==> src/logic/stData_config.svh <==
`ifndef ST_DATA_CONFIG_SVH
`define ST_DATA_CONFIG_SVH

// Issue lanes into the store-data path.
`define ST_WIDTH 2

`define REG_BITS 32

// Top tag bit selects an immediate operand.
`define TAG_BITS 7

`define SQN_BITS 6
`define SDB_DEPTH 8

`endif

==> src/logic/regPkg.sv <==
`default_nettype none
`include "stData_config.svh"

package regPkg;

    typedef logic [`REG_BITS-1:0] RegT;

    // MSB set means the low bits hold a signed immediate.
    typedef logic [`TAG_BITS-1:0] Tag;

    typedef logic [`TAG_BITS-2:0] RFTag;

    // Byte offset of the store within the word.
    typedef logic [1:0] StOff_t;

endpackage

`default_nettype wire

==> src/logic/storePkg.sv <==
`default_nettype none
`include "stData_config.svh"

package storePkg;

    typedef logic [`SQN_BITS-1:0] StSqN_t;
    typedef logic [$clog2(`SDB_DEPTH)-1:0] SdbIdx_t;

    typedef enum logic [1:0] {DR_IDLE, DR_WAIT, DR_SEND} DrainState;

    // Wraparound compare where a positive difference means younger than the branch.
    function automatic logic isKilled(logic taken, logic flush, StSqN_t brSqN, StSqN_t sqN);
        StSqN_t diff;
        diff = sqN - brSqN;
        return taken && (flush || $signed(diff) > 0);
    endfunction

endpackage

`default_nettype wire

==> src/logic/commitCounter.sv <==
`default_nettype none
`include "stData_config.svh"

module commitCounter import storePkg::*; (
    input wire clk,
    input wire rst,
    input wire commit,
    input wire drainDone,
    output StSqN_t headSqN,
    output logic pending
);

    // One extra bit so a full window of credits fits.
    logic [`SQN_BITS:0] credits;

    always_ff @(posedge clk) begin
        if (rst) begin
            credits <= '0;
            headSqN <= '0;
        end else begin
            if (commit && !drainDone) begin
                credits <= credits + 1'b1;
            end else if (drainDone && !commit) begin
                credits <= credits - 1'b1;
            end
            if (drainDone) begin
                headSqN <= headSqN + 1'b1;
            end
        end
    end

    assign pending = credits != '0;

    drainHasCredit: assert property (@(posedge clk) disable iff (rst)
        drainDone |-> credits != '0);

endmodule

`default_nettype wire

==> src/logic/drainCtrl.sv <==
`default_nettype none

module drainCtrl import regPkg::*, storePkg::*; (
    input wire clk,
    input wire rst,
    input wire pending,
    input wire headReady,
    input wire RegT headData,
    input wire StSqN_t headSqN,
    output logic drainDone,
    output logic storeValid,
    output StSqN_t storeSqN,
    output RegT storeData
);

    DrainState state;

    always_ff @(posedge clk) begin
        if (rst) begin
            state <= DR_IDLE;
            storeValid <= 1'b0;
        end else begin
            storeValid <= 1'b0;
            case (state)
                DR_IDLE: begin
                    if (pending) begin
                        state <= DR_WAIT;
                    end
                end
                DR_WAIT: begin
                    // Head is committed and waits for its data.
                    if (headReady) begin
                        state <= DR_SEND;
                        storeValid <= 1'b1;
                    end
                end
                default: state <= DR_IDLE;
            endcase
        end
    end

    always_ff @(posedge clk) begin
        if (state == DR_WAIT && headReady) begin
            storeSqN <= headSqN;
            storeData <= headData;
        end
    end

    // Head advances at the end of the send cycle.
    assign drainDone = state == DR_SEND;

endmodule

`default_nettype wire

==> src/logic/regFile.sv <==
`default_nettype none
`include "stData_config.svh"

module regFile import regPkg::*; #(
    parameter int WIDTH = `ST_WIDTH
) (
    input wire clk,
    input wire rst,
    input wire wrEn,
    input wire RFTag wrTag,
    input wire RegT wrData,
    input wire RFTag rdTag[WIDTH-1:0],
    output RegT rdData[WIDTH-1:0]
);

    localparam int NUM_REGS = 2 ** $bits(RFTag);

    RegT regs[NUM_REGS];

    always_ff @(posedge clk) begin
        if (wrEn) begin
            regs[wrTag] <= wrData;
        end
    end

    // A same-cycle write is not forwarded to the read data.
    always_ff @(posedge clk) begin
        for (int i = 0; i < WIDTH; i++) begin
            if (rst) begin
                rdData[i] <= '0;
            end else begin
                rdData[i] <= regs[rdTag[i]];
            end
        end
    end

endmodule

`default_nettype wire

==> src/logic/stDataTop.sv <==
`default_nettype none
`include "stData_config.svh"

module stDataTop import regPkg::*, storePkg::*; #(
    parameter int WIDTH = `ST_WIDTH
) (
    input wire clk,
    input wire rst,
    input wire branchTaken,
    input wire branchFlush,
    input wire StSqN_t branchSqN,
    input wire uopValid[WIDTH-1:0],
    input wire Tag uopTag[WIDTH-1:0],
    input wire StOff_t uopOffs[WIDTH-1:0],
    input wire StSqN_t uopSqN[WIDTH-1:0],
    output logic ready[WIDTH-1:0],
    input wire atoValid[WIDTH-1:0],
    input wire StSqN_t atoSqN[WIDTH-1:0],
    input wire RegT atoResult[WIDTH-1:0],
    input wire rfWrEn,
    input wire RFTag rfWrTag,
    input wire RegT rfWrData,
    input wire commit,
    output logic storeValid,
    output StSqN_t storeSqN,
    output RegT storeData
);

    RFTag rdTag[WIDTH-1:0];
    RegT rdData[WIDTH-1:0];
    logic sdValid[WIDTH-1:0];
    StSqN_t sdSqN[WIDTH-1:0];
    RegT sdData[WIDTH-1:0];
    StSqN_t headSqN;
    logic pending;
    logic headReady;
    RegT headData;
    logic drainDone;

    regFile #(.WIDTH(WIDTH)) regFile0 (
        .clk(clk),
        .rst(rst),
        .wrEn(rfWrEn),
        .wrTag(rfWrTag),
        .wrData(rfWrData),
        .rdTag(rdTag),
        .rdData(rdData)
    );

    storeDataLoad #(.WIDTH(WIDTH)) load0 (
        .clk(clk),
        .rst(rst),
        .branchTaken(branchTaken),
        .branchFlush(branchFlush),
        .branchSqN(branchSqN),
        .uopValid(uopValid),
        .uopTag(uopTag),
        .uopOffs(uopOffs),
        .uopSqN(uopSqN),
        .ready(ready),
        .atoValid(atoValid),
        .atoSqN(atoSqN),
        .atoResult(atoResult),
        .rdValid(),
        .rdTag(rdTag),
        .rdData(rdData),
        .sdValid(sdValid),
        .sdSqN(sdSqN),
        .sdData(sdData)
    );

    storeDataBuffer #(.WIDTH(WIDTH)) buffer0 (
        .clk(clk),
        .rst(rst),
        .branchTaken(branchTaken),
        .branchFlush(branchFlush),
        .branchSqN(branchSqN),
        .sdValid(sdValid),
        .sdSqN(sdSqN),
        .sdData(sdData),
        .headSqN(headSqN),
        .drainDone(drainDone),
        .headReady(headReady),
        .headData(headData)
    );

    commitCounter commit0 (
        .clk(clk),
        .rst(rst),
        .commit(commit),
        .drainDone(drainDone),
        .headSqN(headSqN),
        .pending(pending)
    );

    drainCtrl drain0 (
        .clk(clk),
        .rst(rst),
        .pending(pending),
        .headReady(headReady),
        .headData(headData),
        .headSqN(headSqN),
        .drainDone(drainDone),
        .storeValid(storeValid),
        .storeSqN(storeSqN),
        .storeData(storeData)
    );

endmodule

`default_nettype wire

==> src/logic/storeDataBuffer.sv <==
`default_nettype none
`include "stData_config.svh"

module storeDataBuffer import regPkg::*, storePkg::*; #(
    parameter int WIDTH = `ST_WIDTH,
    parameter int DEPTH = `SDB_DEPTH
) (
    input wire clk,
    input wire rst,
    input wire branchTaken,
    input wire branchFlush,
    input wire StSqN_t branchSqN,
    input wire sdValid[WIDTH-1:0],
    input wire StSqN_t sdSqN[WIDTH-1:0],
    input wire RegT sdData[WIDTH-1:0],
    input wire StSqN_t headSqN,
    input wire drainDone,
    output logic headReady,
    output RegT headData
);

    RegT entryData[DEPTH];
    StSqN_t entrySqN[DEPTH];
    logic [DEPTH-1:0] entryValid;
    logic wrEn[WIDTH-1:0];
    SdbIdx_t headIdx;

    assign headIdx = SdbIdx_t'(headSqN);
    assign headReady = entryValid[headIdx] && entrySqN[headIdx] == headSqN;
    assign headData = entryData[headIdx];

    // Results killed by this cycle's branch are dropped.
    always_comb begin
        for (int i = 0; i < WIDTH; i++) begin
            wrEn[i] = sdValid[i] && !isKilled(branchTaken, branchFlush, branchSqN, sdSqN[i]);
        end
    end

    always_ff @(posedge clk) begin
        if (rst) begin
            entryValid <= '0;
        end else begin
            for (int e = 0; e < DEPTH; e++) begin
                if (isKilled(branchTaken, branchFlush, branchSqN, entrySqN[e])) begin
                    entryValid[e] <= 1'b0;
                end
            end
            if (drainDone) begin
                entryValid[headIdx] <= 1'b0;
            end
            for (int i = 0; i < WIDTH; i++) begin
                if (wrEn[i]) begin
                    entryValid[SdbIdx_t'(sdSqN[i])] <= 1'b1;
                end
            end
        end
    end

    always_ff @(posedge clk) begin
        for (int i = 0; i < WIDTH; i++) begin
            if (wrEn[i]) begin
                entryData[SdbIdx_t'(sdSqN[i])] <= sdData[i];
                entrySqN[SdbIdx_t'(sdSqN[i])] <= sdSqN[i];
            end
        end
    end

    for (genvar i = 0; i < WIDTH; i++) begin : gChk
        noOverwrite: assert property (@(posedge clk) disable iff (rst)
            wrEn[i] |-> !entryValid[SdbIdx_t'(sdSqN[i])]);
    end

endmodule

`default_nettype wire

==> src/logic/storeDataLoad.sv <==
`default_nettype none
`include "stData_config.svh"

module storeDataLoad import regPkg::*, storePkg::*; #(
    parameter int WIDTH = `ST_WIDTH
) (
    input wire clk,
    input wire rst,
    input wire branchTaken,
    input wire branchFlush,
    input wire StSqN_t branchSqN,
    input wire uopValid[WIDTH-1:0],
    input wire Tag uopTag[WIDTH-1:0],
    input wire StOff_t uopOffs[WIDTH-1:0],
    input wire StSqN_t uopSqN[WIDTH-1:0],
    output logic ready[WIDTH-1:0],
    input wire atoValid[WIDTH-1:0],
    input wire StSqN_t atoSqN[WIDTH-1:0],
    input wire RegT atoResult[WIDTH-1:0],
    output logic rdValid[WIDTH-1:0],
    output RFTag rdTag[WIDTH-1:0],
    input wire RegT rdData[WIDTH-1:0],
    output logic sdValid[WIDTH-1:0],
    output StSqN_t sdSqN[WIDTH-1:0],
    output RegT sdData[WIDTH-1:0]
);

    // Only the placed bytes are defined.
    function automatic RegT shiftData(RegT raw, StOff_t offs);
        RegT shifted;
        shifted = 'x;
        case (offs)
            2'd0: shifted = raw;
            2'd1: shifted[15:8] = raw[7:0];
            2'd2: shifted[31:16] = raw[15:0];
            default: shifted[31:24] = raw[7:0];
        endcase
        return shifted;
    endfunction

    for (genvar i = 0; i < WIDTH; i++) begin : gLane
        logic heldValid;
        StSqN_t heldSqN;
        RegT heldData;
        logic lookup;
        StOff_t lookupOffs;
        RegT rdShifted;
        RegT immValue;
        logic accept;

        assign immValue = {{($bits(RegT) - $bits(RFTag)){uopTag[i][$bits(RFTag)-1]}},
                           uopTag[i][$bits(RFTag)-1:0]};
        assign rdShifted = shiftData(rdData[i], lookupOffs);

        // Stall only when an atomic result takes the lane output.
        assign ready[i] = !(atoValid[i] && heldValid);
        assign rdValid[i] = uopValid[i] && !uopTag[i][$bits(Tag)-1];
        assign rdTag[i] = uopTag[i][$bits(RFTag)-1:0];
        assign accept = uopValid[i] && ready[i] &&
                        !isKilled(branchTaken, branchFlush, branchSqN, uopSqN[i]);

        always_ff @(posedge clk) begin
            if (rst) begin
                heldValid <= 1'b0;
                lookup <= 1'b0;
            end else begin
                lookup <= accept && rdValid[i];
                // Held uop leaves once it has gone out without an atomic.
                if (!atoValid[i] || isKilled(branchTaken, branchFlush, branchSqN, heldSqN)) begin
                    heldValid <= 1'b0;
                end
                if (accept) begin
                    heldValid <= 1'b1;
                end
            end
        end

        always_ff @(posedge clk) begin
            if (lookup) begin
                heldData <= rdShifted;
            end
            if (accept) begin
                heldSqN <= uopSqN[i];
                lookupOffs <= uopOffs[i];
                if (!rdValid[i]) begin
                    heldData <= shiftData(immValue, uopOffs[i]);
                end
            end
        end

        // Atomic result wins the lane.
        always_comb begin
            sdValid[i] = atoValid[i] || heldValid;
            sdSqN[i] = atoValid[i] ? atoSqN[i] : heldSqN;
            if (atoValid[i]) begin
                sdData[i] = atoResult[i];
            end else if (lookup) begin
                sdData[i] = rdShifted;
            end else begin
                sdData[i] = heldData;
            end
        end

        lookupHeld: assert property (@(posedge clk) disable iff (rst) lookup |-> heldValid);
    end

endmodule

`default_nettype wire

==> config.mk <==
export PLATFORM = sky130hd
export DESIGN_NAME = stDataTop
export DESIGN_NICKNAME = d
export VERILOG_FILES = /design/src/logic/regPkg.sv /design/src/logic/storePkg.sv /design/src/logic/commitCounter.sv /design/src/logic/drainCtrl.sv /design/src/logic/regFile.sv /design/src/logic/stDataTop.sv /design/src/logic/storeDataBuffer.sv /design/src/logic/storeDataLoad.sv
export VERILOG_INCLUDE_DIRS = /design/src /design/src/logic
export SDC_FILE = /design/constraint.sdc
export NUM_CORES = 2
export LEC_CHECK = 0
export BUFFER_PORTS_ARGS = -buffer_cell sky130_fd_sc_hd__buf_4
export CELL_PAD_IN_SITES_DETAIL_PLACEMENT = 1
export CELL_PAD_IN_SITES_GLOBAL_PLACEMENT = 1
export CORE_AREA = 2 2 467 469
export CTS_CLUSTER_DIAMETER = 150
export DETAILED_ROUTE_END_ITERATION = 12
export DIE_AREA = 0 0 469 471
export PLACE_DENSITY = 0.8
export SETUP_SLACK_MARGIN = 0.1
export SYNTH_ARGS = -nofsm -noshare
export SYNTH_HDL_FRONTEND = slang
export SYNTH_SLANG_ARGS = --single-unit
==> constraint.sdc <==
create_clock -name clk -period 9.05 [get_ports clk]
set_input_delay 0.4525 -clock clk [delete_from_list [all_inputs] [get_ports clk]]
set_output_delay 0.4525 -clock clk [all_outputs]
set_load 0.005 [all_outputs]
# Word-level counts from Yosys, hierarchy flattened
# Memories as Yosys holds them, arrays and structs flattened. A register that Yosys moved wholly into a read port is not among the register bits.
# Cells that the tools add are included.
# word_totals
ff_bits	114
latchBits	0
ram_bits	2352
romBits	0
input_bits	160
out_inout_bits	41
wordCells	223
mem_count	3
# op_classes
addsub	17
multipliers	0
div_mod_pow	0
order_cmp	20
n_eq_ne	13
shifts	0
muxes	73
bitwise	5
reduce_logical	76
# mem_list
name	words	width	rd	rd_ports_with_merged_regs	write_ports	line_no	rtl
regFile0.regs	64	32	2	2	1	regFile.sv:18	RegT regs[NUM_REGS];
buffer0.entryData	8	32	1	1	2	storeDataBuffer.sv:22	RegT entryData[DEPTH];
buffer0.entrySqN	8	6	9	1	2	storeDataBuffer.sv:23	StSqN_t entrySqN[DEPTH];
# ops
operator	count
32-bit 2-to-1 mux	8
8-bit one-hot mux with 2 select lines	10
6-bit by 1-bit greater-than comparator with 1-bit output (second input constant)	14
6-bit subtractor	14
8-bit 2-to-1 mux	9
8-bit one-hot mux with 3 select lines	2
1-bit logical AND	33
1-bit 2-to-1 mux	31
1-bit logical OR	18
8-bit bitwise OR	2
7-bit 2-to-1 mux	2
1-bit logical NOT	12
3-bit by 4-bit < comparator with 1-bit output (second input constant)	3
6-bit 2-to-1 mux	2
2-bit by 1-bit == test with 1-bit output (second input constant)	5
2-bit == test (second input constant)	5
2-bit logical NOT	5
1-bit demux with 3-bit select	3
3-bit by 1-bit greater-or-equal comparator with 1-bit output (second input constant)	3
8-bit bitwise AND	1
8-bit NOT	1
7-bit by 1-bit adder with 7-bit output (second input constant)	1
7-bit nonzero test	1
7-bit by 1-bit subtractor with 7-bit output (second input constant)	1
other kinds (12)	18

# Longest topological paths before layout
# depth
depth_word	14
mapped_depth	16

# Hierarchy
# Synthesis repeated with hierarchy kept, for this count alone.
# unflattened
cells_unflattened	6547
hier_area_um2	122815.3
# modules_own_cells
mod	n_inst	cells_per_inst	area_per_inst_um2	seq_area_each_um2
regFile	1	4531	96478.8	62780.2
storeDataBuffer	1	1136	17718.2	9288.9
storeDataLoad	1	740	6518.8	1841.8
drainCtrl	1	48	1253.7	1201.2
commitCounter	1	92	845.8	260.2

# Worst setup path before layout
# OpenSTA, ideal clock, no wires.
# synth_timing
path_kind	input -> register
start	input port atoValid[0] (netlist bit)
end	memory buffer0.entryData[7][0] (netlist bit), enable pin
setup_ns	0.542
t_arrival_ns	6.641
setup_slack_ns	1.867
cell_stages	12
n_path_buf	2
path_cell_list	buf_2 > mux2i_1 > clkbuf_1 > ha_1 > inv_1 > fa_1 > a21o_1 > a21oi_1 > xnor2_1 > nor3_1 > nor3_1 > o41ai_1
# synth_lines
element	line_no	rtl
start, declared	stDataTop.sv:17	input wire atoValid[WIDTH-1:0],
end, declared	storeDataBuffer.sv:22	

==> qor.yml <==
die_y_um: 471
cts.sinks: 2565
final_nets: 6553
hpwl_um: 224000
finish.instance_area_um2: 135000
start_util: 0.557
maxCapViolCount: 0
syn_nets: 6357
switching_power_mw: 6.64
cp_max_fo: 56
io_buffers: 200
dpl_worst_slack_ps: 3920
fp.dieW_um: 469
fin_crit_ps: 4360
placed_cells: 8843
cts_inserted_buffers: 285
start_kind: "flop"
drcViolationCount: 0
clk_latency_ps: 930
finClkSkew_ps: 53.3
timing.final.ws_setup_ps: 4690
syn_area_um2: 120000
critPathKind: "reg -> reg"
cts_buffer_depth: 4
setup_violations: 0
fin_crit_sh: 0.482
syn-mean-instance-area_um2: 19.7
synth_edf_count: 2406
ir_drop_mv: 0.229
tightest_slew_ps: 1220
power_leakage_nw: 44.3
via_count: 70472
syn-instance-count: 6105
cts_setup_buffers: 0
place_area_um2: 125000
timing.fmax_mhz: 229
grt_util_all_layers: 0.359
io_pins: 201
required_ps: 9620
finalHoldViolCount: 0
ys_warn_count: 0
arrival_ps: 4940
antenna_left: 0
ys_seq_area_frac: 0.627
drv_slew: 0
status: "complete, no violations"
rsz0062_at_grt: "no"
dr.pass1.iters: 6
p_sw_frac: 0.238
cts_tree: "done"
cellPowerDensity_nw_per_um2: 207
relSlewSlack: 0.186
antenna_found_initial: 23
viasPerCell: 7.53
finalNonFillerCells: 9362
cts-root-buf: "clkbuf_16"
p_int_mw: 21.2
grt_first_pass_wirelength_um: 555000
h-tree-depth: 5
p_seq_frac: 0.485
grt_pass1_vias: 73495
combPwrFrac: 0.102
dieArea_um2: 221000
syn2layout_area_growth_pct: 11.8
synth.distinct_cells: 61
finalSetupTns_ps: 0
core_area_um2: 216000
drive_gt1_frac: 0.350
hold-worst-slack_ps: 63.3
routed_wl_um: 394000
clock_power_share: 0.413
grt_overflow: 0
fp-row-count: 171
path_clk_slew_ps: 60
drt-initial-drc-count: 11201
ys_ff_latch: 2565
fin_util: 0.623
wl_per_cell_um: 42.1
synth_ff_type: "edfxtp_1"
crit_path_end_kind: "flop"
min_path_type: "in -> reg"
async_reset_ff_frac: 0
gp_congestion: 0.846
grt_max_degree: 132
total_power_mw: 27.8
## sequential cells by signal, indices dropped and copies added, names as in the netlist, named ones only
signal                  flops
regFile0.regs            2048
buffer0.entryData         256
load0.gLane.heldData       64
regFile0.rdData            64
buffer0.entrySqN           48
drain0.storeData           32
load0.gLane.heldSqN        12
buffer0.entryValid          8
commit0.credits             7
commit0.headSqN             6
drain0.storeSqN             6
load0.gLane.lookupOffs      4
drain0.state                2
load0.gLane.heldValid       2
load0.gLane.lookup          2
drain0.storeValid           1
## critical path: stages, from the launching register on
cell and delay (ps):
edfxtp_1 390, mux2i_1 220, clkinv_1 320, ha_1 440, a21o_1 210, a31oi_1 200
xor2_1 110, a311o_4 540, a21oi_4 150, buf_4 670, o31ai_4 290, buf_4 390
## cell type report
class | instances | area [µm²]
Antenna cell | 11 | 27.5
Clock buffer | 348 | 7690
Clock inverter | 135 | 1290
Fill cell | 17716 | 81500
Inverter | 68 | 255
Multi-Input combinational cell | 3022 | 43300
Sequential cell | 2565 | 75400
Tap cell | 2854 | 3570
Timing Repair Buffer | 359 | 3060
## metal layers
metal,vias to the layer above,global-route usage,part of all wire
li1,26394,-,-
met1,37226,0.476,0.34
met2,5725,0.559,0.48
met3,1103,0.0976,0.13
met4,24,0.164,0.053
met5,-,0,0.00041
## cell families (layout without fill, tap and decap cells)
logic type	Yosys count	in the layout	synth area share
multiplexers	1852	1852	0.296
adder cells (fa/ha/maj)	92	92	0.0105
flip-flops	2565	2565	0.627
buffers and inverters	518	910	0.0190
XOR/XNOR	68	68	0.00495
AND/OR/NAND/NOR	522	522	0.0188
AO/OA/AOI/OAI	488	488	0.0242
other	0	11	0
## cells in the mapped netlist, types with 26 or more instances
cell type  count  area (µm²)
edfxtp_1    2406       72200
mux4_2      1356       30500
mux2i_1      402        4020
nor2_1       304        1140
clkbuf_1     245         920
a21oi_1      239        1200
dfxtp_1      159        3180
buf_2        129         646
mux2_2        92        1040
nand2_1       89         334
ha_1          77         963
inv_1         65         244
o22ai_1       65         407
buf_1         47         176
o21ai_0       41         205
xor2_1        39         342
nor2b_1       29         181
xnor2_1       29         254
a31oi_1       26         163
## timing repair
action                                 CTS  global route
endpoints found under the hold margin   89             0
gates resized for setup                  0             0
hold buffers                            25             0
## placed cells by master, fill, tap and decap left out, types with 86 or more instances in the layout
master,Yosys,layout
mux4_2,1356,1356
nand2_1,89,86
nor2_1,304,243
clkbuf_16,0,295
dfxtp_1,159,156
mux2_2,92,92
edfxtp_1,2406,2406
mux2i_1,402,402
buf_4,10,305
a21oi_1,239,239
## final timing paths
| kind | from | endpoint | slack, ps | cells past startpoint |
|---|---|---|---|---|
| min reg2reg | commit0.credits[6]$_SDFFE_PP0P_ | commit0.credits[6]$_SDFFE_PP0P_ | 510 | 2 |
| max | load0.gLane[1].heldSqN[3]$_DFFE_PP_ | buffer0.entryData[2][26]$_DFFE_PP_ | 4690 | 11 |
| max reg2reg | load0.gLane[1].heldSqN[3]$_DFFE_PP_ | buffer0.entryData[2][26]$_DFFE_PP_ | 4690 | 11 |
| min | atoSqN[11] | buffer0.entrySqN[5][5]$_DFFE_PP_ | 60 | 3 |
## power by group through the flow
stage	Clock [mW]	Combinational, mW	Sequential, mW
4_1_cts	11.6	2.81	13.5
6_report	11.5	2.83	13.5
3_3_place_gp	0	2.66	13.7
5_1_grt	12.0	2.97	13.5
3_5_place_dp	0	2.76	13.7
2_1_floorplan	0	1.79	13.7
Note: power is estimated with default switching activity, not from simulation.
